`config.mk`:
```
export PLATFORM = sky130hd
export DESIGN_NAME = i2c_line_sync
export DESIGN_NICKNAME = d
export VERILOG_FILES = /design/src/common/i2c_redir_pkg.sv /design/src/i2c_line_sync.sv
export SDC_FILE = /design/constraint.sdc
export NUM_CORES = 1
export LEC_CHECK = 0
export ABC_AREA = 1
export ABC_CLOCK_PERIOD_IN_PS = 1150
export BUFFER_PORTS_ARGS = -buffer_cell sky130_fd_sc_hd__buf_2
export CORE_MARGIN = 3
export CORE_UTILIZATION = 31
export CTS_CLUSTER_SIZE = 25
export DETAILED_ROUTE_END_ITERATION = 6
export SYNTH_ARGS = -nofsm -noshare
export SYNTH_HDL_FRONTEND = slang
export SYNTH_SLANG_ARGS = --single-unit
```
`constraint.sdc`:
```
create_clock -name aclk -period 1.15 [get_ports aclk]
set_input_delay 0.23 -clock aclk [delete_from_list [all_inputs] [get_ports aclk]]
set_output_delay 0.23 -clock aclk [all_outputs]
set_load 0.02 [all_outputs]
```
`src/common/i2c_redir_pkg.sv`:
```
// Shared types and constants of the I2C redirector; imported by every block of the core.
package i2c_redir_pkg;

    localparam int byte_bits = 8; // Bits per I2C byte.

    // Transaction state of the redirector core.
    typedef enum logic [2:0] {
        st_wait  = 3'd0,
        st_start = 3'd1,
        st_addr  = 3'd2,
        st_ack   = 3'd3,
        st_data  = 3'd4,
        st_stop  = 3'd5,
        st_err   = 3'd6
    } bus_state_e;

    typedef enum logic {
        side_port0 = 1'b0,
        side_port1 = 1'b1
    } side_e;

    // Both lines of one port.
    typedef struct packed {
        logic scl;
        logic sda;
    } line_pair_t;

    typedef struct packed {
        logic start;    // SDA fall with SCL high.
        logic stop;     // SDA rise with SCL high.
        logic scl_rise;
        logic scl_fall;
        logic sda;      // Wired-AND level.
        logic scl_high; // High now and one cycle ago.
    } bus_events_t;

    // Forward enables of one port, set means the port copies the other side's low.
    typedef struct packed {
        logic scl_fwd;
        logic sda_fwd;
    } drive_t;

    typedef struct packed {
        logic  busy;
        side_e master;
        logic  rw;
    } redir_status_t;

endpackage
```
`src/i2c_line_sync.sv`:
```
// Synchronizes both ports' SCL and SDA and derives bus level, edges, START and STOP.
`timescale 1ns/1ps

module i2c_line_sync #(
    parameter int sync_stages = 2
) (
    input  logic                            aclk,
    input  logic                            aresetn,
    input  i2c_redir_pkg::line_pair_t [1:0] pins,
    output i2c_redir_pkg::line_pair_t [1:0] sync,
    output i2c_redir_pkg::bus_events_t      events
);
    import i2c_redir_pkg::*;

    logic [sync_stages:0] scl_chain [2]; // Top bit holds the previous sample.
    logic [sync_stages:0] sda_chain [2];

    logic scl_now;
    logic scl_last;
    logic sda_now;
    logic sda_last;

    always_ff @(posedge aclk or negedge aresetn) begin
        if (!aresetn) begin
            for (int p = 0; p < 2; p++) begin
                scl_chain[p] <= '1; // Idle bus is high.
                sda_chain[p] <= '1;
            end
        end else begin
            for (int p = 0; p < 2; p++) begin
                scl_chain[p] <= {scl_chain[p][sync_stages-1:0], pins[p].scl};
                sda_chain[p] <= {sda_chain[p][sync_stages-1:0], pins[p].sda};
            end
        end
    end

    always_comb begin
        for (int p = 0; p < 2; p++) begin
            sync[p].scl = scl_chain[p][sync_stages-1];
            sync[p].sda = sda_chain[p][sync_stages-1];
        end
    end

    // Wired-AND of the two ports.
    assign scl_now  = sync[0].scl & sync[1].scl;
    assign sda_now  = sync[0].sda & sync[1].sda;
    assign scl_last = scl_chain[0][sync_stages] & scl_chain[1][sync_stages];
    assign sda_last = sda_chain[0][sync_stages] & sda_chain[1][sync_stages];

    always_comb begin
        events.scl_high = scl_now & scl_last;
        events.scl_rise = scl_now & !scl_last;
        events.scl_fall = !scl_now & scl_last;
        events.sda      = sda_now;
        events.start    = events.scl_high & sda_last & !sda_now;
        events.stop     = events.scl_high & !sda_last & sda_now;
    end

endmodule

```
### Yosys cells after proc, flatten, opt, wreduce, memory -nomap -nowiden

Cells that the tools add are included.

| word-level totals | value |
|---|---|
| ROM bits | 0 |
| logic and storage cells | 19 |
| memories kept | 0 |
| bits in latches | 0 |
| memory bits (writable) | 0 |
| register bits | 12 |
| output and inout port bits | 10 |
| input bits | 6 |

| operators by class | value |
|---|---|
| $lt $le $gt $ge | 0 |
| reductions and logical operators | 4 |
| multipliers | 0 |
| divide/modulo/power cells | 0 |
| bitwise operators | 11 |
| add/sub/neg operators | 0 |
| equality and inequality tests | 0 |
| shifts and indexed selects | 0 |
| mux-type cells | 0 |

Operators with widths:

| cell | count |
|---|---|
| $and A1 B1 Y1 | 11 |
| $logic_not A1 Y1 | 4 |

### Logic depth before layout (Yosys ltp)

| logic depth | value |
|---|---|
| depth in word-level cells | 4 |
| depth in mapped cells | 4 |

### Worst setup path after synthesis

Ideal clock, no wire load.

| timing | value |
|---|---|
| path kind | register to output |
| start point | reg scl_chain (netlist bit sync[1]) |
| end point | out events[4] (netlist name) |
| cell stages (with the launch flop) | 5 |
| slack | -0.063 ns |
| arrival time | 0.983 ns |
| data required time | 0.920 ns |
| cell sequence | dfstp_2 -> nand2_1 -> inv_2 -> nand2_2 -> nor2_1 |

RTL lines:

| what | line | text |
|---|---|---|
| from (decl) | i2c_line_sync.sv:15 | `logic [sync_stages:0] scl_chain [2];` |
| from (signal, indexed assignment) | i2c_line_sync.sv:31 | `scl_chain[p] <= {scl_chain[p][sync_stages-1:0], pins[p].scl};` |
| to (decl) | i2c_line_sync.sv:11 | `output i2c_redir_pkg::bus_events_t events` |

==> flow_summary.yaml <==
outcome:
  run_status: "complete, but fails checks"
  violations: "negative setup slack"
placement:
  place_inst: 61
  globalplace.congestion: 0.570
  port_buffers: 15
  post-dp-hpwl_um: 389
  pre_cts_ws_ns: -0.0358
  post_dp_cell_area_um2: 500
synth:
  synth_edf_count: 0
  synthMuxAreaShare_pct: 0
  ys_async_sr_fraction_pct: 100
  synth_seq_cells: 12
  yosysSeqAreaShare_pct: 75.9
  synth_fa_ha_area_share_pct: 0
  synth_area_per_cell_um2: 12.6
  synth.most_common_cell: "dfstp_2"
  syn_inst: 33
  synth_flop_cell: "dfstp_2"
  synth_compound_area_share_pct: 0
  synthTopCellsByCount: "dfstp_2, nand2_1, buf_4"
  synth_top_family_by_area: "buffers and inverters"
  synth-xor-area-share_pct: 0
  yosysTopAreaCell: "dfstp_2"
  synthSimpleGateAreaFrac_pct: 10.5
  synthTopCellsByArea: "dfstp_2, buf_4, nand2_1, nor2_1, inv_2"
  synth_top_cell_area_share_pct: 75.9
  synth_warnings: 0
  syn_area_um2: 415
  synthDistinctLibCells: 7
  synth_nets: 39
final_layout:
  layout-drive-gt1-share_pct: 83.0
  n_antenna_cell: 0
  syn_to_final_growth_pct: 48.8
  final_util_pct: 52.1
  fin_nets: 60
  stdcell_count: 67
  final_cell_area_um2: 618
clock_tree:
  cts.sinks: 12
  clk_path_buf_depth: 2
  cts_buffers: 3
  clk_pin_slew_ns: 0.07
  cts_hold_buf: 0
  clkLatencyLatePin_ns: 0.26
  cts_max_level: 1
  root_buffer: "clkbuf_4"
  cts_tree: "yes"
power_and_ir_drop:
  power_mw: 0.889
  power.share.clock_pct: 35.8
  leakage_nw: 0.314
  swShare_pct: 20.8
  ir_drop_mv: 0.865
  p_int_mw: 0.704
  pwr-share-seq_pct: 52.8
  p_per_area_mw_per_mm2: 1440
  p_comb_share_pct: 11.3
  p_sw_mw: 0.185
setup_path:
  r2r_end: "scl_chain[2]"
  worst_setup_path_start_kind: "flop"
  critPathKind: "flop to output port"
  rr_startpoint: "sync[3]"
  crit_chain: "nand2_2 -> inv_2 -> nand2_2 -> nor2_1 -> buf_4"
  arrival_ns: 1.21
  cp_max_fo: 3
  crit_start: "sync[3]"
  crit_path_end_kind: "output port"
  crit_required_ns: 0.92
  reg2reg_slack_ns: 0.38
  slowest_delay_ns: 0.54
  cp_common_cell: "nand2_2"
  cp_slowest_cell: "dfstp_2"
  worst-r2r-cell-count: 2
sta:
  min_period_over_period_pct: 125
  setup_violations: 10
  maxSlewHeadroom_pct: 82.9
  min_period_ns: 1.44
  fin_hold_ws_ns: 0.0585
  skew_ns: 0.00109
  rsz0062_at_grt: "yes"
  setup_tns_ns: -1.80
  final-hold-violation-count: 0
  worst_pin_slew_ns: 0.257
  fmax_mhz: 696
  slew_violations: 0
  fin_ws_ns: -0.287
floorplan:
  num_io_pins: 16
  die_y_um: 42.6
  dieWidth_um: 42.6
  dieArea_mm2: 0.00182
  num_rows: 12
  core_mm2: 0.00119
  initial_utilization_pct: 35.0
route:
  drc: 0
  vias: 256
  drtIter0Drc: 1
  via_per_inst: 3.82
  drt-pass1-iter-count: 2
  routed_wl_um: 531
  wl_per_cell_um: 7.93
  ant_nets: 0
global_route:
  grt_pass1_wl_um: 834
  antenna_found_initial: 0
  grtUsageTotal_pct: 6.66
  grt_overflow: 0
  grt_max_degree: 13
  grt_pass1_vias: 222
run:
  cap_viol_max_count: 0
worst_hold_path:
  hold_path_depth: 1
  holdPathEnd: "sda_chain[3]"
  min_from: "pins[0]"
  min_path_type: "input port to flop"
[placed cells by master (no fill, tap or decap)]
cell type,n
nor2_1,4
clkbuf_8,1
nand2_2,4
dfstp_2,12
clkbuf_4,3
inv_1,2
buf_6,9
buf_4,7
nand2_1,3
buf_2,5
inv_2,3
[worst max-delay path: cells and delay by family (launching register included)]
kind                   cells  cell delay (ns)
buffers and inverters      2             0.20
flip-flops                 1             0.54
AND/OR/NAND/NOR            3             0.21
[routing by layer]
metal	share of wire [%]	track usage, %
met3	10	3.86
met4	0	5.59
met2	50	8.51
met1	40	7.77
met5	0	0
[flip-flops by register name, indices dropped and copies added (netlist names)]
register and flops:
scl_chain 4, sda_chain 4, sync 4
[final cells by class]
cell class	instances	area (µm²)
tap	14	17.5
inverter	5	18.8
clock buffer	4	36.3
fill	120	568
multi-input combinational	11	51.3
timing repair buffer	21	179
sequential	12	315
[logic make-up (layout without fill, tap and decap cells)]
family | after synthesis | in the layout
AND/OR/NAND/NOR | 11 | 11
flip-flops | 12 | 12
buffers and inverters | 10 | 30
[power groups by stage]
stage / sequential (mW) / combinational (mW) / clock, mW
3_3_place_gp: 0.473 / 0.0741 / 0
3_5_place_dp: 0.474 / 0.0757 / 0
6_report: 0.470 / 0.101 / 0.319
4_1_cts: 0.470 / 0.0987 / 0.337
2_1_floorplan: 0.474 / 0.0461 / 0
5_1_grt: 0.472 / 0.109 / 0.356
[worst max path at each step]
stage,to,slack [ns],cells past startpoint
2_1_floorplan,events[4],-0.06,4
3_3_place_gp,events[5],-0.02,5
3_5_place_dp,events[4],-0.04,5
4_1_cts,events[4],-0.30,5
5_1_grt,events[5],-0.39,5
6_report,events[5],-0.29,5
[what timing repair did]
action                                  4_1_cts  5_1_grt
endpoints found under the setup margin       10       10
buffers inserted                              1        1
gates resized for setup                      21        1
hold endpoints to repair                      0        0
pin swaps                                     1        4
Power figures use the tool's default switching activity.
