--- src/common/i2c_redir_pkg.sv ---
// Shared types and constants of the I2C redirector; imported by every block of the core.
package i2c_redir_pkg;

    localparam int byte_bits = 8; // Bits per I2C byte.

    // Transaction state of the redirector core.
    typedef enum logic [2:0] {
        st_wait  = 3'd0,
        st_start = 3'd1,
        st_addr  = 3'd2,
        st_ack   = 3'd3,
        st_data  = 3'd4,
        st_stop  = 3'd5,
        st_err   = 3'd6
    } bus_state_e;

    typedef enum logic {
        side_port0 = 1'b0,
        side_port1 = 1'b1
    } side_e;

    // Both lines of one port.
    typedef struct packed {
        logic scl;
        logic sda;
    } line_pair_t;

    typedef struct packed {
        logic start;    // SDA fall with SCL high.
        logic stop;     // SDA rise with SCL high.
        logic scl_rise;
        logic scl_fall;
        logic sda;      // Wired-AND level.
        logic scl_high; // High now and one cycle ago.
    } bus_events_t;

    // Forward enables of one port, set means the port copies the other side's low.
    typedef struct packed {
        logic scl_fwd;
        logic sda_fwd;
    } drive_t;

    typedef struct packed {
        logic  busy;
        side_e master;
        logic  rw;
    } redir_status_t;

endpackage
--- src/i2c_redir/i2c_drive_ctrl.sv ---
// Holds busy and master side and registers the per-port SCL and SDA forward enables.
`timescale 1ns/1ps

module i2c_drive_ctrl (
    input  logic                            aclk,
    input  logic                            aresetn,
    input  i2c_redir_pkg::bus_state_e       state,
    input  logic                            rw,
    input  logic                            addr_ack,
    input  i2c_redir_pkg::bus_events_t      events,
    input  i2c_redir_pkg::line_pair_t [1:0] sync,
    output i2c_redir_pkg::drive_t [1:0]     drive,
    output logic                            busy,
    output i2c_redir_pkg::side_e            master
);
    import i2c_redir_pkg::*;

    drive_t [1:0] drive_next;
    logic         fwd_en;
    logic         to_slave;

    always_ff @(posedge aclk or negedge aresetn) begin
        if (!aresetn) begin
            busy   <= 1'b0;
            master <= side_port0;
        end else if (events.stop) begin
            busy   <= 1'b0;
            master <= side_port0;
        end else if (events.start) begin
            busy <= 1'b1;
            if (!busy) begin
                // Port holding SDA low opened the transaction.
                master <= sync[0].sda ? side_port1 : side_port0;
            end
        end
    end

    always_comb begin
        fwd_en = (state != st_wait) && (state != st_err);
        case (state)
            st_ack:  to_slave = !addr_ack && rw; // Master acks read data.
            st_data: to_slave = !rw;
            default: to_slave = 1'b1;            // START, address and STOP.
        endcase
        for (int p = 0; p < 2; p++) begin
            drive_next[p].scl_fwd = fwd_en && (master != side_e'(p));
            // Master port takes SDA only when the data flows toward it.
            drive_next[p].sda_fwd = fwd_en && ((master == side_e'(p)) ^ to_slave);
        end
    end

    always_ff @(posedge aclk or negedge aresetn) begin
        if (!aresetn) begin
            drive <= '0;
        end else begin
            drive <= drive_next;
        end
    end

endmodule

--- config.mk ---
export PLATFORM = sky130hd
export DESIGN_NAME = i2c_drive_ctrl
export DESIGN_NICKNAME = d
export VERILOG_FILES = /design/src/common/i2c_redir_pkg.sv /design/src/i2c_redir/i2c_drive_ctrl.sv
export SDC_FILE = /design/constraint.sdc
export NUM_CORES = 1
export LEC_CHECK = 0
export BUFFER_PORTS_ARGS = -buffer_cell sky130_fd_sc_hd__buf_2
export CAP_MARGIN = 20
export CORE_AREA = 3 3 40 42
export DETAILED_ROUTE_END_ITERATION = 7
export DIE_AREA = 0 0 43 45
export HOLD_SLACK_MARGIN = 0.06
export SYNTH_ARGS = -nofsm -noshare
export SYNTH_HDL_FRONTEND = slang
export SYNTH_SLANG_ARGS = --single-unit
--- constraint.sdc ---
create_clock -name aclk -period 1.9 [get_ports aclk]
set_input_delay 0.285 -clock aclk [delete_from_list [all_inputs] [get_ports aclk]]
set_output_delay 0.285 -clock aclk [all_outputs]
set_load 0.005 [all_outputs]
== Word-level counts from Yosys, hierarchy flattened ==
Cells that the tools add are included.

* Mux-type cells: 7
* Reductions and logical operators: 11
* Bitwise operators: 3
* Equality and inequality tests: 4

{| class="wikitable"
|+ Operators by type and width
! kind !! count
|-
| 1-bit logical AND || 6
|-
| 1-bit 2-to-1 mux || 6
|-
| 3-bit by 2-bit == test with 1-bit output, second input constant || 1
|-
| 3-bit == test, second input constant || 1
|-
| 3-bit != test, second input constant || 1
|-
| 3-bit nonzero test || 1
|-
| 1-bit logical NOT || 2
|-
| 2-bit != test, second input constant || 1
|-
| 1-bit case mux with 2 select lines || 1
|-
| 2-bit AND reduction || 1
|-
| 2-bit nonzero test || 1
|-
| 1-bit bitwise XOR || 2
|-
| 1-bit inverter || 1
|}

* Bits of input ports: 17
* Output and inout bits: 6
* Logic and storage cells: 31
* Flip-flop bits (word level): 6

== Depth between registers and ports, before layout ==
Gate-level depths: netlist of the first run.

* Word-level depth: 5
* Mapped depth: 4
* Gate-level depth less buffers: 4

== Worst setup path before layout of the first run ==
Ideal clock, no wire load.

* Path kind: register -> register
* Start: reg master
* End: reg drive[2] (netlist bit)
* Stages on the path, launching flop included: 4
* Data arrival time: 0.968 ns
* Period minus slack after synthesis: 1.092 ns
* Setup slack: 0.808 ns
* Required time: 1.776 ns
* Buffers on the path: 1
* Setup time: 0.124 ns
* Cells stage by stage: dfrtp_1 buf_4 xor2_1 a211o_1

{| class="wikitable"
|+ RTL lines
! what !! line !! source
|-
| start: declaration || i2c_drive_ctrl.sv:14 || <nowiki>output i2c_redir_pkg::side_e master</nowiki>
|-
| start signal: assignment || i2c_drive_ctrl.sv:25 || <nowiki>master <= side_port0;</nowiki>
|-
| start signal: assignment || i2c_drive_ctrl.sv:28 || <nowiki>master <= side_port0;</nowiki>
|-
| start signal: assignment || i2c_drive_ctrl.sv:33 || <nowiki>master <= sync[0].sda ? side_port1 : side_port0;</nowiki>
|-
| end signal: assignment || i2c_drive_ctrl.sv:56 || <nowiki>drive <= drive_next;</nowiki>
|-
| end: declaration || i2c_drive_ctrl.sv:12 || <nowiki>output i2c_redir_pkg::drive_t [1:0] drive,</nowiki>
|}

== Final worst setup path of the first run ==
* Start: reg master
* End: out master

No word-level cell between the ends.

==> impl_metrics.env, run 1 <==
export IMPL_clockRootBuffer="clkbuf_4"
export IMPL_yosysSeqAreaShare_pct=48.4
export IMPL_drive_above_1_share_pct=42.9
export IMPL_clk_pin_slew_ps=40
export IMPL_io_pins=23
export IMPL_r2r_cells=2
export IMPL_rr_endpoint="drive[2]"
export IMPL_ys_ff_latch=6
export IMPL_status="completed"
export IMPL_gp_congestion=0.682
export IMPL_synth_top_family_by_area="simple AND/OR/NAND/NOR gates"
export IMPL_cp_cell_sequence="buf_2"
export IMPL_start_util_pct=24.1
export IMPL_avgSynthCellArea_um2=10.0
export IMPL_dieArea_mm2=0.00194
export IMPL_synthesis_area_um2=310
export IMPL_core_area_mm2=0.00128
export IMPL_diodes=0
export IMPL_cp_num_buf_inv=1
export IMPL_synth_xor_area_share_pct=2.82
export IMPL_setup_worst_path_start="master"
export IMPL_ant_nets=0
export IMPL_cpPeakStageDelay_ps=520
export IMPL_crit_cells=1
export IMPL_slew_limit_headroom_pct=79.1
export IMPL_clk_latency_ps=240
export IMPL_leakage_nw=0.226
export IMPL_synthesis_instances=31
export IMPL_r2r_start="master"
export IMPL_period_needed_ps=1220
export IMPL_cts_resized=0
export IMPL_antenna_found_initial=0
export IMPL_setup_violations=0
export IMPL_drt_iter0_drc=0
export IMPL_grt_max_degree=12
export IMPL_cts_sinks=6
export IMPL_clockBufferDepth=2
export IMPL_drcViolationCount=0
export IMPL_rows=13
export IMPL_fp_dieH_um=45
export IMPL_route_detailed_wl_per_inst_um=9.66
export IMPL_min_path_type="in2reg"
export IMPL_crit_family="flip-flops"
export IMPL_hold_viol_final=0
export IMPL_synth_most_common_cell="dfrtp_1"
export IMPL_end_kind="primary output"
export IMPL_async_reset_ff_share_pct=100
export IMPL_crit_end="master"
export IMPL_cpMaxStageDelayCell="dfrtp_1"
export IMPL_path_max_fanout=11
export IMPL_power_per_cell_area_mw_per_mm2=723
export IMPL_maxSlewViolCount=0
export IMPL_gr_total_overflow=0
export IMPL_ir_worst_vdd_v=0.000153
export IMPL_nets=68
export IMPL_dr_wl_met3_um=90
export IMPL_period_share_pct=64.0
export IMPL_cp_required_ps=1620
export IMPL_synth_warnings=0
export IMPL_worstPathArrival_ps=930
export IMPL_cts_made_buffers=3
export IMPL_htreeDepth=1
export IMPL_port_buffer_count=15
export IMPL_synth_compound_area_share_pct=11.7
export IMPL_fill_cells=143
export IMPL_clock_skew_ps=0.309
export IMPL_r2r_slack_ps=770
export IMPL_critPathLaunchType="flip-flop"
export IMPL_tightest_slew_ps=313
export IMPL_vias=275
export IMPL_grt_pass1_vias=265
export IMPL_worstSetupPathType="reg2out"
export IMPL_grt_use_total_pct=7.80
export IMPL_post_cts_buffers=0
export IMPL_wirelength_met1_um=270
export IMPL_highest_layer="met3"
export IMPL_route_met2_wl_um=257
export IMPL_clock_fmax_mhz=823
export IMPL_synth_fp_nets=48
export IMPL_synth_top_area_share_pct=48.4
export IMPL_yosys_area_share_simple_pct=29.0
export IMPL_synth_mux_area_share_pct=3.23
export IMPL_drv_cap=0
export IMPL_cts_tree="yes"
export IMPL_setup_tns_ps=0
export IMPL_synth_edff_count=0
export IMPL_place_hpwl_um=480
export IMPL_synthTopCellsByArea="dfrtp_1 (48%), nor2_1 (6.0%), nor2b_4 (4.4%), nor2b_1 (4.0%), and2b_4 (3.2%)"
export IMPL_rsz0062_at_grt="no"
export IMPL_regArea_um2=150
export IMPL_areaGrowthSynthToFinish_pct=38.3
export IMPL_grt_pass1_wl_mm=1.06
export IMPL_synthAdderAreaFrac_pct=0
export IMPL_wl_um=618
export IMPL_vias_per_cell=4.30
export IMPL_multi_input_area_um2=145
export IMPL_synth_cell_type_count=20
export IMPL_yosys_top_cells_count="dfrtp_1 (6), nor2_1 (5), inv_1 (2), nor2b_1 (2)"
export IMPL_fin_util_pct=33.4
export IMPL_die_w_um=43
export IMPL_synth_top_flop_cell="dfrtp_1"
export IMPL_firstDrtPassIters=1
export IMPL_yosysTopAreaCell="dfrtp_1"
[area by class of cell]
cell class | count | share of cell area, %
sequential | 6 | 35.0
multi-input combinational | 22 | 33.8
timing repair buffer | 16 | 19.8
clock buffer | 3 | 5.25
tap | 15 | 4.37
inverter | 2 | 1.75
[kinds of logic (layout without fill, tap and decap cells)]
logic type	after synthesis	after routing
flops	6	6
simple gates	15	15
mux	1	1
buf+inv	3	21
compound gates	5	5
xor+xnor	1	1
[where the power goes]
group / internal, W / total (W) / switching, W
logic: 0.0000288 / 0.0000537 / 0.0000248
registers: 0.000139 / 0.000145 / 0.00000608
clock network: 0.0000711 / 0.000112 / 0.0000408
total: 0.000239 / 0.000310 / 0.0000717
[through the flow]
stage | cell area (µm²) | cells | power [W] | setup WS, ps | hold WS, ps
after detailed placement | 397 | 60 | 0.000199 | 683 | 112
after global routing | 429 | 64 | 0.000335 | 633 | 207
final | 429 | 64 | 0.000310 | 685 | 212
after CTS | 429 | 64 | 0.000320 | 663 | 201
after floorplan | 310 | 31 | 0.000173 | 808 | -10.6
after global placement | 397 | 60 | 0.000199 | 688 | 110
[flip-flops by register name, indices dropped and copies added (netlist names)]
register  count
drive         4
master        1
busy          1
[what timing repair did]
| item | 4_1_cts | 5_1_grt |
|---|---|---|
| hold buffers | 1 | 0 |
| endpoints found under the setup margin | 0 | 0 |
| endpoints found under the hold margin | 6 | 0 |
[layout by cell type (no fill, tap or decap)]
master         count
nand3_1            1
and3_1             1
nor3_1             1
buf_2             15
inv_1              2
nor2b_1            2
a211o_1            1
o21ai_1            1
xor2_1             1
mux2i_1            1
nand2b_1           1
and2b_4            1
o21ai_2            1
dfrtp_1            6
nor2_1             5
dlygate4sd3_1      1
a311oi_1           1
nand2_1            1
nor4b_1            1
clkbuf_4           3
nor2b_4            1
a21oi_1            1
[metal layers]
layer  up-vias  GRT usage, %
li1        140             -
met2        15          10.2
met1       120          9.34
met5         -             0
met4         0          7.23
met3         0          3.59
[worst min path at each step]
| stage | startpoint | cells after the start | endpoint |
|---|---|---|---|
| after floorplan | aresetn | 0 | busy |
| after global placement | aresetn | 1 | drive[1] |
| after detailed placement | aresetn | 1 | busy |
| after CTS | events[4] | 2 | busy |
| after global routing | events[4] | 2 | busy |
| final | events[4] | 2 | busy |
Note: power is estimated with default switching activity, not from simulation.
==> inputs of run 2 (changes only) <==
- clock period: 1.9 -> 1.1 ns (I/O delays scaled with it)
==> run 2 against run 1 <==
Compared with the run above:
- worst setup slack worse by 680 ps
- register-to-register slack worse by 750 ps
- critical path depth is 1 higher
- global-route usage is 0.83 points lower
- first-iteration DRC count is 3 higher
- combinational power is 110% higher
- non-clock buffer count is 4 higher
- worst hold slack worse by 110 ps
- routed wire length is 12% higher
- clock power is 68% higher
- power is 78% higher
- critical endpoint unchanged
==> impl_metrics.env, run 2 (synthesis results as in run 1) <==
export IMPL_status="completed"
export IMPL_r2r_cells=2
export IMPL_drv_cap=0
export IMPL_leakage_nw=0.250
export IMPL_dieArea_mm2=0.00194
export IMPL_gr_total_overflow=0
export IMPL_grt_use_total_pct=6.96
export IMPL_die_w_um=43
export IMPL_min_path_type="in2reg"
export IMPL_critPathLaunchType="flip-flop"
export IMPL_vias_per_cell=4.34
export IMPL_cts_tree="yes"
export IMPL_rr_endpoint="drive[2]"
export IMPL_rows=13
export IMPL_holdWs_ps=101
export IMPL_regArea_um2=151
export IMPL_fill_cells=133
export IMPL_largest_reg_flops=4
export IMPL_cp_required_ps=940
export IMPL_ir_worst_vdd_v=0.000334
export IMPL_final_cell_mix="buf_2 (14), nor2_1 (5), dfrtp_1 (5), clkbuf_4 (3), buf_6 (3)"
export IMPL_end_kind="primary output"
export IMPL_place_hpwl_um=505
export IMPL_path_max_fanout=7
export IMPL_cts_made_buffers=3
export IMPL_holdPathEnd="busy"
export IMPL_grt_pass1_wl_um=938
export IMPL_hold_depth=2
export IMPL_period_share_pct=99.8
export IMPL_maxSlewViolCount=0
export IMPL_clk_pin_slew_ps=40
export IMPL_nets=72
export IMPL_drive_above_1_share_pct=50.9
export IMPL_setup_violations=0
export IMPL_htreeDepth=1
export IMPL_antenna_found_initial=0
export IMPL_combPwrFrac_pct=20.8
export IMPL_worstSetupPathType="reg2out"
export IMPL_port_buffer_count=15
export IMPL_largest_register="drive"
export IMPL_io_pins=23
export IMPL_areaGrowthSynthToFinish_pct=54.8
export IMPL_clk_latency_ps=230
export IMPL_clock_fmax_mhz=911
export IMPL_hold_viol_final=0
export IMPL_final_common_cell="buf_2"
export IMPL_firstDrtPassIters=2
export IMPL_route_detailed_wl_per_inst_um=10.2
export IMPL_largest_registers="drive (4), busy (1), master (1)"
export IMPL_cts_sinks=6
export IMPL_grt_pass1_vias=237
export IMPL_core_area_mm2=0.00128
export IMPL_diodes=0
export IMPL_slew_limit_headroom_pct=83.5
export IMPL_fp_dieH_um=45
export IMPL_hp_start="events[4]"
export IMPL_grt_max_degree=12
export IMPL_gp_congestion=0.678
export IMPL_p_seq_share_pct=45.2
export IMPL_vias=295
export IMPL_rsz0062_at_grt="yes"
export IMPL_worstPathArrival_ps=930
export IMPL_p_int_w=0.000428
export IMPL_period_needed_ps=1100
export IMPL_r2r_start="master"
export IMPL_p_sw_share_pct=22.7
export IMPL_power_per_cell_area_mw_per_mm2=1150
export IMPL_wl_um=695
export IMPL_start_util_pct=24.1
export IMPL_clockRootBuffer="clkbuf_4"
export IMPL_setup_tns_ps=0
export IMPL_power_switching_w=0.000126
export IMPL_clkPwrFrac_pct=34.0
export IMPL_tightest_slew_ps=246
export IMPL_drt_iter0_drc=3
export IMPL_ant_nets=0
export IMPL_drcViolationCount=0
export IMPL_dp_cells=62
export IMPL_clockBufferDepth=2
export IMPL_finalNonFillerCells=68
export IMPL_clock_skew_ps=0.433
export IMPL_multi_input_area_um2=151
export IMPL_r2r_slack_ps=20
-- run 2: changes by cell type in the layout (fill, tap and decap cells not counted) --
cell     delta
dfrtp_1     -1
dfrtp_2     +1
nor4b_1     -1
buf_2       -1
buf_4       +2
buf_6       +3
nor4b_2     +1
-- run 2: routing by layer --
metal | global-route usage, % | wire (µm) | vias up | part of all wire (%)
met5 | 0 | 0 | - | 0
met4 | 7.23 | 0 | 0 | 0
met3 | 3.19 | 85 | 0 | 12
met2 | 9.28 | 307 | 15 | 44
met1 | 7.88 | 303 | 129 | 44
li1 | - | - | 151 | -
-- run 2: worst max-delay path, stage by stage (launching register included) --
cell and delay, ps:
dfrtp_2 460, buf_6 140, buf_6 100
-- run 2: how the worst max path moves through the flow --
stage              from  endpoint  slack [ps]
2_1_floorplan    master  drive[2]           8
3_3_place_gp     master  drive[2]          30
3_5_place_dp   state[2]  drive[0]          20
4_1_cts          master  drive[2]           6
5_1_grt          master    master         -20
6_report         master    master           2
-- run 2: stage by stage --
stage               power [W]  cell area [µm²]  util (%)  worst slack, ps
global placement     0.000349              412      32.0             26.5
detailed placement   0.000350              412      32.0             20.0
global route         0.000589              480      37.4            -21.7
finish               0.000553              480      37.4             2.21
CTS                  0.000548              438      34.1             6.40
floorplan            0.000299              310         -             8.16
-- run 2: area by class of cell --
type / instances / area share, %
inverters: 2 / 1.56
clock buffers: 3 / 4.69
flip-flops and latches: 6 / 31.5
repair buffers: 20 / 26.8
multi-input cells: 22 / 31.5
well taps: 15 / 3.91
-- run 2: power groups by stage --
stage | Clock (W) | Sequential, W | Combinational [W]
final | 0.000188 | 0.000250 | 0.000115
after global routing | 0.000210 | 0.000251 | 0.000128
after CTS | 0.000200 | 0.000250 | 0.0000973
after detailed placement | 0 | 0.000251 | 0.0000988
after global placement | 0 | 0.000251 | 0.0000975
after floorplan | 0 | 0.000252 | 0.0000471
-- run 2: what timing repair did --
item                                   4_1_cts  5_1_grt
hold buffers                                 1        0
buffers inserted                             0        3
setup endpoints to repair                    1        2
endpoints found under the hold margin        6        0
resized for setup                            1        6
