$ cat src/common/i2c_redir_pkg.sv
// Shared types and constants of the I2C redirector; imported by every block of the core.
package i2c_redir_pkg;

    localparam int byte_bits = 8; // Bits per I2C byte.

    // Transaction state of the redirector core.
    typedef enum logic [2:0] {
        st_wait  = 3'd0,
        st_start = 3'd1,
        st_addr  = 3'd2,
        st_ack   = 3'd3,
        st_data  = 3'd4,
        st_stop  = 3'd5,
        st_err   = 3'd6
    } bus_state_e;

    typedef enum logic {
        side_port0 = 1'b0,
        side_port1 = 1'b1
    } side_e;

    // Both lines of one port.
    typedef struct packed {
        logic scl;
        logic sda;
    } line_pair_t;

    typedef struct packed {
        logic start;    // SDA fall with SCL high.
        logic stop;     // SDA rise with SCL high.
        logic scl_rise;
        logic scl_fall;
        logic sda;      // Wired-AND level.
        logic scl_high; // High now and one cycle ago.
    } bus_events_t;

    // Forward enables of one port, set means the port copies the other side's low.
    typedef struct packed {
        logic scl_fwd;
        logic sda_fwd;
    } drive_t;

    typedef struct packed {
        logic  busy;
        side_e master;
        logic  rw;
    } redir_status_t;

endpackage
$ cat src/i2c_redir/i2c_bus_fsm.sv
// Tracks START, address, ACK and data phases of the bus and captures the R/W bit.
`timescale 1ns/1ps

module i2c_bus_fsm (
    input  logic                       aclk,
    input  logic                       aresetn,
    input  i2c_redir_pkg::bus_events_t events,
    output i2c_redir_pkg::bus_state_e  state,
    output logic                       rw,
    output logic                       addr_ack
);
    import i2c_redir_pkg::*;

    localparam int cnt_w = $clog2(byte_bits + 1);

    bus_state_e           next_state;
    logic [cnt_w-1:0]     bit_cnt;
    logic [byte_bits-1:0] shift_reg;
    logic                 in_byte;
    logic                 byte_end;
    logic                 restart_ok;

    assign in_byte    = (state == st_addr) || (state == st_data);
    assign byte_end   = events.scl_fall && (bit_cnt >= cnt_w'(byte_bits));
    // Repeated START may come after the ACK clock plus one SCL rise.
    assign restart_ok = bit_cnt <= cnt_w'(1);

    always_comb begin
        next_state = state;
        case (state)
            st_wait: begin
                if (events.start) next_state = st_start;
            end
            st_start: begin
                if (events.stop) next_state = st_stop;
                else if (events.scl_fall) next_state = st_addr;
            end
            st_addr, st_data: begin
                if (events.stop) next_state = st_stop;
                else if (events.start && restart_ok) next_state = st_start;
                else if (events.start) next_state = st_err;
                else if (byte_end) next_state = st_ack;
            end
            st_ack: begin
                if (events.stop) next_state = st_stop;
                else if (events.start) next_state = st_start;
                else if (events.scl_fall) next_state = st_data; // No 10-bit second byte.
            end
            st_stop: next_state = st_wait;
            st_err: begin
                if (events.stop) next_state = st_stop; // Hold off until the bus frees.
            end
            default: next_state = st_err;
        endcase
    end

    always_ff @(posedge aclk or negedge aresetn) begin
        if (!aresetn) begin
            state <= st_wait;
        end else begin
            state <= next_state;
        end
    end

    always_ff @(posedge aclk or negedge aresetn) begin
        if (!aresetn) begin
            bit_cnt <= '0;
        end else if (!in_byte) begin
            bit_cnt <= '0;
        end else if (events.scl_rise) begin
            bit_cnt <= bit_cnt + 1'b1;
        end
    end

    // MSB first, so the R/W bit lands in bit 0.
    always_ff @(posedge aclk) begin
        if (!in_byte) begin
            shift_reg <= '0;
        end else if (events.scl_rise) begin
            shift_reg <= {shift_reg[byte_bits-2:0], events.sda};
        end
    end

    always_ff @(posedge aclk or negedge aresetn) begin
        if (!aresetn) begin
            rw       <= 1'b0;
            addr_ack <= 1'b0;
        end else begin
            case (state)
                st_addr: begin
                    if (next_state == st_ack) begin
                        rw       <= shift_reg[0];
                        addr_ack <= 1'b1;
                    end
                end
                st_ack: begin
                    rw       <= rw;
                    addr_ack <= addr_ack;
                end
                st_data, st_stop: begin
                    addr_ack <= 1'b0; // Later ACKs belong to data.
                end
                default: begin
                    rw       <= 1'b0;
                    addr_ack <= 1'b0;
                end
            endcase
        end
    end

endmodule

$ cat config.mk
export PLATFORM = sky130hd
export DESIGN_NAME = i2c_bus_fsm
export DESIGN_NICKNAME = d
export VERILOG_FILES = /design/src/common/i2c_redir_pkg.sv /design/src/i2c_redir/i2c_bus_fsm.sv
export SDC_FILE = /design/constraint.sdc
export NUM_CORES = 1
export LEC_CHECK = 0
export BUFFER_PORTS_ARGS = -buffer_cell sky130_fd_sc_hd__clkbuf_2
export CORE_MARGIN = 2
export CORE_UTILIZATION = 50
export CTS_BUF_LIST = sky130_fd_sc_hd__clkbuf_4
export DETAILED_ROUTE_END_ITERATION = 10
export PLACE_DENSITY = 0.76
export RECOVER_POWER = 100
export SYNTH_ARGS = -nofsm -noshare
export SYNTH_HDL_FRONTEND = slang
export SYNTH_SLANG_ARGS = --single-unit
$ cat constraint.sdc
create_clock -name aclk -period 2 [get_ports aclk]
set_input_delay 0.3 -clock aclk [delete_from_list [all_inputs] [get_ports aclk]]
set_output_delay 0.3 -clock aclk [all_outputs]
set_load 0.02 [all_outputs]
# ---- After elaboration in Yosys (flattened, before gate mapping)
# Cells that the tools add are included.
dict set report totals {
  register_bits 10
  out_inout_bits 5
  in_bits 8
  word_cells 45
}
dict set report op_classes {
  bitwise_logic 2
  n_lt_le_gt_ge 2
  n_addsub 1
  muxes 18
  eq_ne 9
  n_reduce_logical 8
}
# op count
set op_table {}
lappend op_table {{$mux W3} 11}
lappend op_table {{$pmux W3 S6} 1}
lappend op_table {{$eq A3 B2 Y1 const B} 3}
lappend op_table {{$eq A3 B3 Y1 const B} 3}
lappend op_table {{$mux W4} 2}
lappend op_table {{$add A4 B1 Y4 const B} 1}
lappend op_table {{$ge A4 B4 Y1 const B} 1}
lappend op_table {{$le A4 B1 Y1 const B} 1}
lappend op_table {{$pmux W1 S2} 2}
lappend op_table {{$reduce_and A2 Y1} 2}
lappend op_table {{$eq A3 B1 Y1 const B} 1}
lappend op_table {{$logic_not A3 Y1} 1}
lappend op_table {{$reduce_or A3 Y1} 1}
lappend op_table {{$logic_and A1 B1 Y1} 2}
lappend op_table {{$mux W1} 2}
lappend op_table {{$ne A2 B1 Y1 const B} 1}
lappend op_table {{$ne A2 B2 Y1 const B} 1}
lappend op_table {{$not A1 Y1} 2}
lappend op_table {{$reduce_or A2 Y1} 1}
lappend op_table {{$logic_or A1 B1 Y1} 1}

# ---- Longest topological paths before layout
# Gate-level depths: netlist of the first run.
dict set report logic_depth {
  ltp_word 10
  depth_mapped 8
  mapped_depth_nobuf 8
}

# ---- Worst setup path after synthesis of the first run
# OpenSTA, ideal clock, no wires.
dict set report synth_timing {
  path_kind {reg2reg}
  startpoint {reg bit_cnt[0]}
  endpoint {reg rw}
  synth_period_minus_slack_ps 1894
  setup_ps 79
  path_buffers 0
  required_ps 1921
  stages_incl_launch_ff 9
  path_slack_ps 106
  arrival_time_ps 1814
  cell_sequence {dfrtp_1 inv_1 ha_1 nor2_1 nor4b_4 nor3b_1 o32a_1 nor4_4 mux2i_1}
}
dict set report synth_via {
  elab_chain_len 10
  word_cells_on_any_way 12
  cone_classes {order compare: 2; eq/ne: 2; mux: 5; reduce/logical: 3}
}
# item line
set synth_lines {}
lappend synth_lines {{from (decl)} i2c_bus_fsm.sv:17} ;# logic [cnt_w-1:0] bit_cnt;
lappend synth_lines {{from (signal assigned)} i2c_bus_fsm.sv:71} ;# bit_cnt <= bit_cnt + 1'b1;
lappend synth_lines {{$ge A4 B4 Y1} i2c_bus_fsm.sv:24} ;# assign byte_end = events.scl_fall && (bit_cnt >= cnt_w'(byte_bits));
lappend synth_lines {{$logic_and A1 B1 Y1} i2c_bus_fsm.sv:24}
lappend synth_lines {{$mux W3} i2c_bus_fsm.sv:42} ;# else if (byte_end) next_state = st_ack;
lappend synth_lines {{$mux W3} i2c_bus_fsm.sv:41} ;# else if (events.start) next_state = st_err;
lappend synth_lines {{$mux W3 (*)} i2c_bus_fsm.sv:40} ;# else if (events.start && restart_ok) next_state = st_start;
lappend synth_lines {{$mux W3 (*)} i2c_bus_fsm.sv:39} ;# if (events.stop) next_state = st_stop;
lappend synth_lines {{$pmux W3 S6 (*)} i2c_bus_fsm.sv:30} ;# case (state)
lappend synth_lines {{$eq A3 B2 Y1 (*)} i2c_bus_fsm.sv:91} ;# if (next_state == st_ack) begin
lappend synth_lines {{$ne A2 B1 Y1 (no line) (*)} -}
lappend synth_lines {{$reduce_and A2 Y1 (no line) (*)} -}
lappend synth_lines {{to (signal assigned)} i2c_bus_fsm.sv:92} ;# rw <= shift_reg[0];
lappend synth_lines {{to (signal assigned)} i2c_bus_fsm.sv:97} ;# rw <= rw;
lappend synth_lines {{to (decl)} i2c_bus_fsm.sv:9} ;# output logic rw,
# Mark *: on every way between the ends. The rest lies on a longest branch, timed or not.
# A chain may end at the register's enable or synchronous reset.

# ---- Worst setup path after layout of the first run
dict set report layout_timing {
  startpoint {reg bit_cnt[1]}
  endpoint {reg rw}
}
# Same word-level chain as after synthesis.

==> results of run 1 <==
## cell usage in the layout, fill, tap and decap left out, types with 4 or more instances in the layout
master,count
dfrtp_1,9
nor2b_1,4
clkbuf_1,6
inv_1,6
clkbuf_2,5
nor2_1,10
nand2_1,6
## cell type report
| cell class | count | area, µm² | area share (%) |
|---|---|---|---|
| multi-input combinational | 56 | 405 | 50.8 |
| sequential | 10 | 245 | 30.7 |
| timing repair buffer | 15 | 80.1 | 10.0 |
| clock buffer | 3 | 22.5 | 2.82 |
| inverter | 6 | 22.5 | 2.82 |
| tap | 15 | 18.8 | 2.35 |
| clock inverter | 1 | 3.75 | 0.470 |
## metal layers
layer | vias up | wire length (µm)
li1 | 299 | -
met1 | 266 | 593
met2 | 14 | 687
met3 | 4 | 69
met4 | 0 | 17
met5 | - | 0
## final timing paths
kind / end / slack [ns] / depth (start not counted)
setup / recovery: rw / 0.11 / 9
max in group asynchronous: bit_cnt[2] / 1.16 / 2
setup reg to reg: rw / 0.11 / 9
hold reg to reg: addr_ack / 0.53 / 1
hold / removal: shift_reg[0] / 0.27 / 3
min in group asynchronous: bit_cnt[0] / 0.50 / 2
## critical path: cells and delay by family, from the launching register on
family	cells	cell delay (ns)
buf+inv	2	0.25
mux	1	0.21
fa+ha+maj	1	0.14
flops	1	0.38
simple gates	5	0.81
## through the flow
stage / setup slack (ns) / instance area, µm² / std cells
floorplan: 0.106 / 694 / 77
global placement: 0.0631 / 769 / 101
detailed placement: 0.0227 / 769 / 101
CTS: 0.0835 / 806 / 106
global route: -0.00734 / 798 / 106
finish: 0.115 / 798 / 106
## timing repair
action                                 in CTS  in global routing
hold buffers                                1                  0
pin swaps                                   1                  0
cloned                                      0                  0
endpoints found under the hold margin       9                  0
setup endpoints to repair                   1                  1
gates resized for setup                     0                  0
## cells by family (layout without fill, tap and decap cells)
group | after synthesis | after routing
AOI/OAI and AO/OA | 16 | 16
and+or+nand+nor | 30 | 30
muxes | 3 | 3
xor gates and xnor gates | 4 | 4
DFF | 10 | 10
adders and majority gates | 3 | 3
buffers and inverters | 11 | 25
## where the power goes
group          leakage (µW)  total [µW]  internal [µW]  switching (µW)
clock network     0.0000154         150           72.4            77.9
logic              0.000207         453            202             251
registers          0.000129         333            247            85.4
total              0.000351         935            521             414
==> impl_metrics.json, run 1 <==
{
  "status": "complete, no violations",
  "slowest_stage": "dfrtp_1",
  "num-fill-cells": 134,
  "rows": 13,
  "hold_viol": 0,
  "crit_path_start": "bit_cnt[1]",
  "die_w_um": 41.3,
  "synth_area_um2": 694,
  "routed_via_density": 5.50,
  "synth_compound_area_share_pct": 17.1,
  "clock_latency_ns": 0.27,
  "holdWs_ns": 0.273,
  "drt_iter0_drc": 7,
  "cp-end-kind": "register",
  "met2_usage_pct": 33.2,
  "cts_sinks": 10,
  "power_uw": 935,
  "h-tree-depth": 1,
  "finClkSkew_ns": 0.00101,
  "syn-num-nets": 88,
  "reg2reg_from": "bit_cnt[1]",
  "overflow": 0,
  "final_nets": 103,
  "power.leakage_uw": 0.000351,
  "ys.warnings.count": 0,
  "synth_edf_count": 0,
  "grt_max_degree": 13,
  "grt_util_met3_pct": 8.15,
  "yosysSeqAreaShare_pct": 35.3,
  "cts_setup_buffers": 0,
  "routed_wl_mm": 1.37,
  "synthXorXnorAreaFrac_pct": 5.05,
  "critPathArrivalTime_ns": 2.09,
  "cts_max_path_buffers": 2,
  "synthToLayoutAreaGrowth_pct": 15.0,
  "wire_per_inst_um": 12.9,
  "worst_slew_pin_slew_ns": 0.516,
  "min-delay-path-class": "in -> reg",
  "synthArstFlopShare_pct": 90.0,
  "drtPass1Iterations": 4,
  "rsz0062_at_grt": "yes",
  "slew_violations": 0,
  "io_buffers": 11,
  "ys.flop_type": "dfrtp_1",
  "ios": 13,
  "synth_common_cells": "10 x nor2_1, 9 x dfrtp_1, 6 x inv_1, 6 x nand2_1, 4 x nor2b_1",
  "synth_top_family_by_area": "simple AND/OR/NAND/NOR gates",
  "synth_adder_area_share_pct": 5.41,
  "drive_above_1_share_pct": 15.4,
  "worst_setup_path_start_kind": "register",
  "synth_top_area_share_pct": 32.4,
  "clock.fmax_mhz": 530,
  "largest_register_ffs": 4,
  "dr_total_vias": 583,
  "yosysMostFrequentCell": "nor2_1",
  "track_usage_pct": 19.5,
  "tns_ns": 0,
  "clkTransAtPathRegs_ns": 0.07,
  "avgSynthCellArea_um2": 9.02,
  "synth_mux_area_share_pct": 4.32,
  "synth_area_leader_cell": "dfrtp_1",
  "grt_pass1_wl_mm": 2.04,
  "slew_headroom_pct": 65.6,
  "dpl.hpwl_mm": 1.01,
  "ys_types": 32,
  "synth-simple-area-share_pct": 26.5,
  "reg_top3": "bit_cnt (4), state (3)",
  "grt_pass1_vias": 486,
  "crit_type": "reg -> reg",
  "antenna_left": 0,
  "busiest_layer": "met2",
  "post-route-util_pct": 61.3,
  "ir_drop_mv": 0.538,
  "worstPathMaxFanout": 3,
  "core_um2": 1300,
  "min_period_ns": 1.89,
  "finalSetupViolations": 0,
  "period_share_pct": 94.3,
  "die_area_um2": 1700,
  "ys_ff_latch": 10,
  "pwr_density_cell_nw_per_um2": 1170,
  "slowest_delay_ns": 0.38,
  "place.gp.congestion": 0.758,
  "largest_register": "bit_cnt",
  "diodes": 0,
  "min-delay-start": "events[1]",
  "start_util_pct": 53.4,
  "syn_inst": 77,
  "synth.area.top_cells": "dfrtp_1 32%, ha_1 5.4%, nor2_1 5.4%",
  "grt_use_met1_pct": 20.3,
  "cts_root_buffer": "clkbuf_4",
  "cts_buffers": 3,
  "antenna_found_initial": 0,
  "maxCapViolCount": 0,
  "drc_errors": 0,
  "worstPathCellList": "inv_1, ha_1, nor2_1, nor4b_4, buf_4, nor3_1, nor2b_1, nor4_4, mux2i_1",
  "cts_tree": "done",
  "die_h_um": 41.3,
  "required_ns": 2.20
}
Note: power is estimated with default switching activity, not from simulation.
==> run 2, diff against run 1 <==
CORE_MARGIN = 4   (was 2)
==> impl_metrics.json, run 2 (synthesis gave the netlist of run 1 again) <==
{
  "holdWs_ns": 0.269,
  "drc_errors": 0,
  "worstPathMaxFanout": 3,
  "antenna_found_initial": 0,
  "grt_pass1_wl_mm": 2.57,
  "drtPass1Iterations": 4,
  "rsz0062_at_grt": "yes",
  "dpl-instance-area_um2": 777,
  "fin_area_um2": 815,
  "reg_top3": "bit_cnt (4), state (3)",
  "dr_total_vias": 583,
  "pwr_density_cell_nw_per_um2": 1190,
  "synthToLayoutAreaGrowth_pct": 17.3,
  "place.gp.congestion": 0.780,
  "grt_max_degree": 11,
  "cts_max_path_buffers": 2,
  "worst_slew_pin_slew_ns": 0.525,
  "slew_headroom_pct": 65.0,
  "routed_wl_mm": 1.45,
  "slowest_delay_ns": 0.40,
  "tns_ns": 0,
  "cp_top_family": "simple AND/OR/NAND/NOR gates",
  "cts_root_buffer": "clkbuf_4",
  "power.leakage_uw": 0.000358,
  "ir_drop_mv": 0.590,
  "dpl.hpwl_mm": 1.09,
  "cp-end-kind": "register",
  "track_usage_pct": 17.2,
  "clkTransAtPathRegs_ns": 0.07,
  "die_h_um": 45.3,
  "slowest_stage": "dfrtp_1",
  "min-delay-path-class": "in -> reg",
  "critPathArrivalTime_ns": 2.09,
  "min_period_ns": 1.91,
  "final_cell_mix": "9 x nor2_1, 9 x dfrtp_1, 6 x inv_1, 6 x nand2_1, 6 x clkbuf_1",
  "cts_tree": "done",
  "drive_above_1_share_pct": 18.5,
  "diodes": 0,
  "crit_path_start": "bit_cnt[0]",
  "required_ns": 2.18,
  "routed_via_density": 5.45,
  "maxCapViolCount": 0,
  "wire_per_inst_um": 13.5,
  "status": "complete, no violations",
  "finalSetupViolations": 0,
  "die_w_um": 45.3,
  "crit_type": "reg -> reg",
  "largest_register": "bit_cnt",
  "h-tree-depth": 1,
  "core_um2": 1300,
  "rows": 13,
  "critPathBufInv": 2,
  "cts_sinks": 10,
  "num-fill-cells": 125,
  "finClkSkew_ns": 0.00642,
  "cts_buffers": 3,
  "clock_latency_ns": 0.26,
  "final_nets": 104,
  "drt_iter0_drc": 13,
  "worst_setup_path_start_kind": "register",
  "period_share_pct": 95.4,
  "io_buffers": 11,
  "cts_setup_buffers": 0,
  "antenna_left": 0,
  "largest_register_ffs": 4,
  "overflow": 0,
  "min-delay-start": "events[1]",
  "ios": 13,
  "clock.fmax_mhz": 524,
  "grt_pass1_vias": 586,
  "worstPathCellList": "inv_1, ha_1, nor2_2, nor4b_4, buf_4, nor3_1, nor2b_1, nor4_4, mux2i_1",
  "die_area_um2": 2050,
  "start_util_pct": 53.4,
  "hold_viol": 0,
  "reg2reg_from": "bit_cnt[0]",
  "slew_violations": 0
}
[run 2: cell count changes in the layout (fill, tap and decap cells not counted), sizes merged]
cell and delta:
buf +1
[run 2: stage by stage]
step                      utilization [%]  setup slack (ns)  power (µW)  cells
after detailed placement             59.7           0.00763         816    102
after CTS                            62.5            0.0896         968    107
after global placement               59.7            0.0656         798    102
after global routing                 62.6           -0.0689        1050    107
final                                62.6            0.0915         969    107
after floorplan                         -             0.106         677     77
[run 2: final timing paths]
kind	endpoint	slack [ns]	cells past startpoint
setup reg to reg	rw	0.09	9
max in group asynchronous	bit_cnt[3]	1.13	2
hold / removal	shift_reg[0]	0.27	3
min in group asynchronous	state[1]	0.52	2
hold reg to reg	shift_reg[0]	0.51	2
setup / recovery	rw	0.09	9
[run 2: worst min-delay path, stage by stage]
cell,delay [ns]
clkbuf_2,0.08
mux2i_1,0.05
nor2_1,0.07
[run 2: layout make-up]
type	instances	area [µm²]	share of cell area, %
clock buffer	3	22.5	2.76
clock inverter	1	3.75	0.461
inverter	6	22.5	2.76
multi-input combinational	56	414	50.8
sequential	10	245	30.1
tap	15	18.8	2.30
timing repair buffer	16	87.6	10.8
[run 2: what timing repair did]
item,CTS,global route
endpoints found under the setup margin,1,1
endpoints found under the hold margin,9,0
hold buffers,1,0
resized for setup,0,2
pin swaps,1,0
[run 2: power breakdown]
part	switching [µW]	leakage, µW	internal, µW
Sequential	65.0	0.000129	247
Clock	71.5	0.0000154	72.0
Combinational	291	0.000213	221
Total	428	0.000358	541
[run 2: metal layers]
metal  global-route usage (%)  part of all wire [%]  up-vias
li1                         -                     -      297
met1                     22.2                    45      274
met2                     28.5                    49       10
met3                     2.39                   4.3        2
met4                     7.02                  0.90        0
met5                        0                     0        -
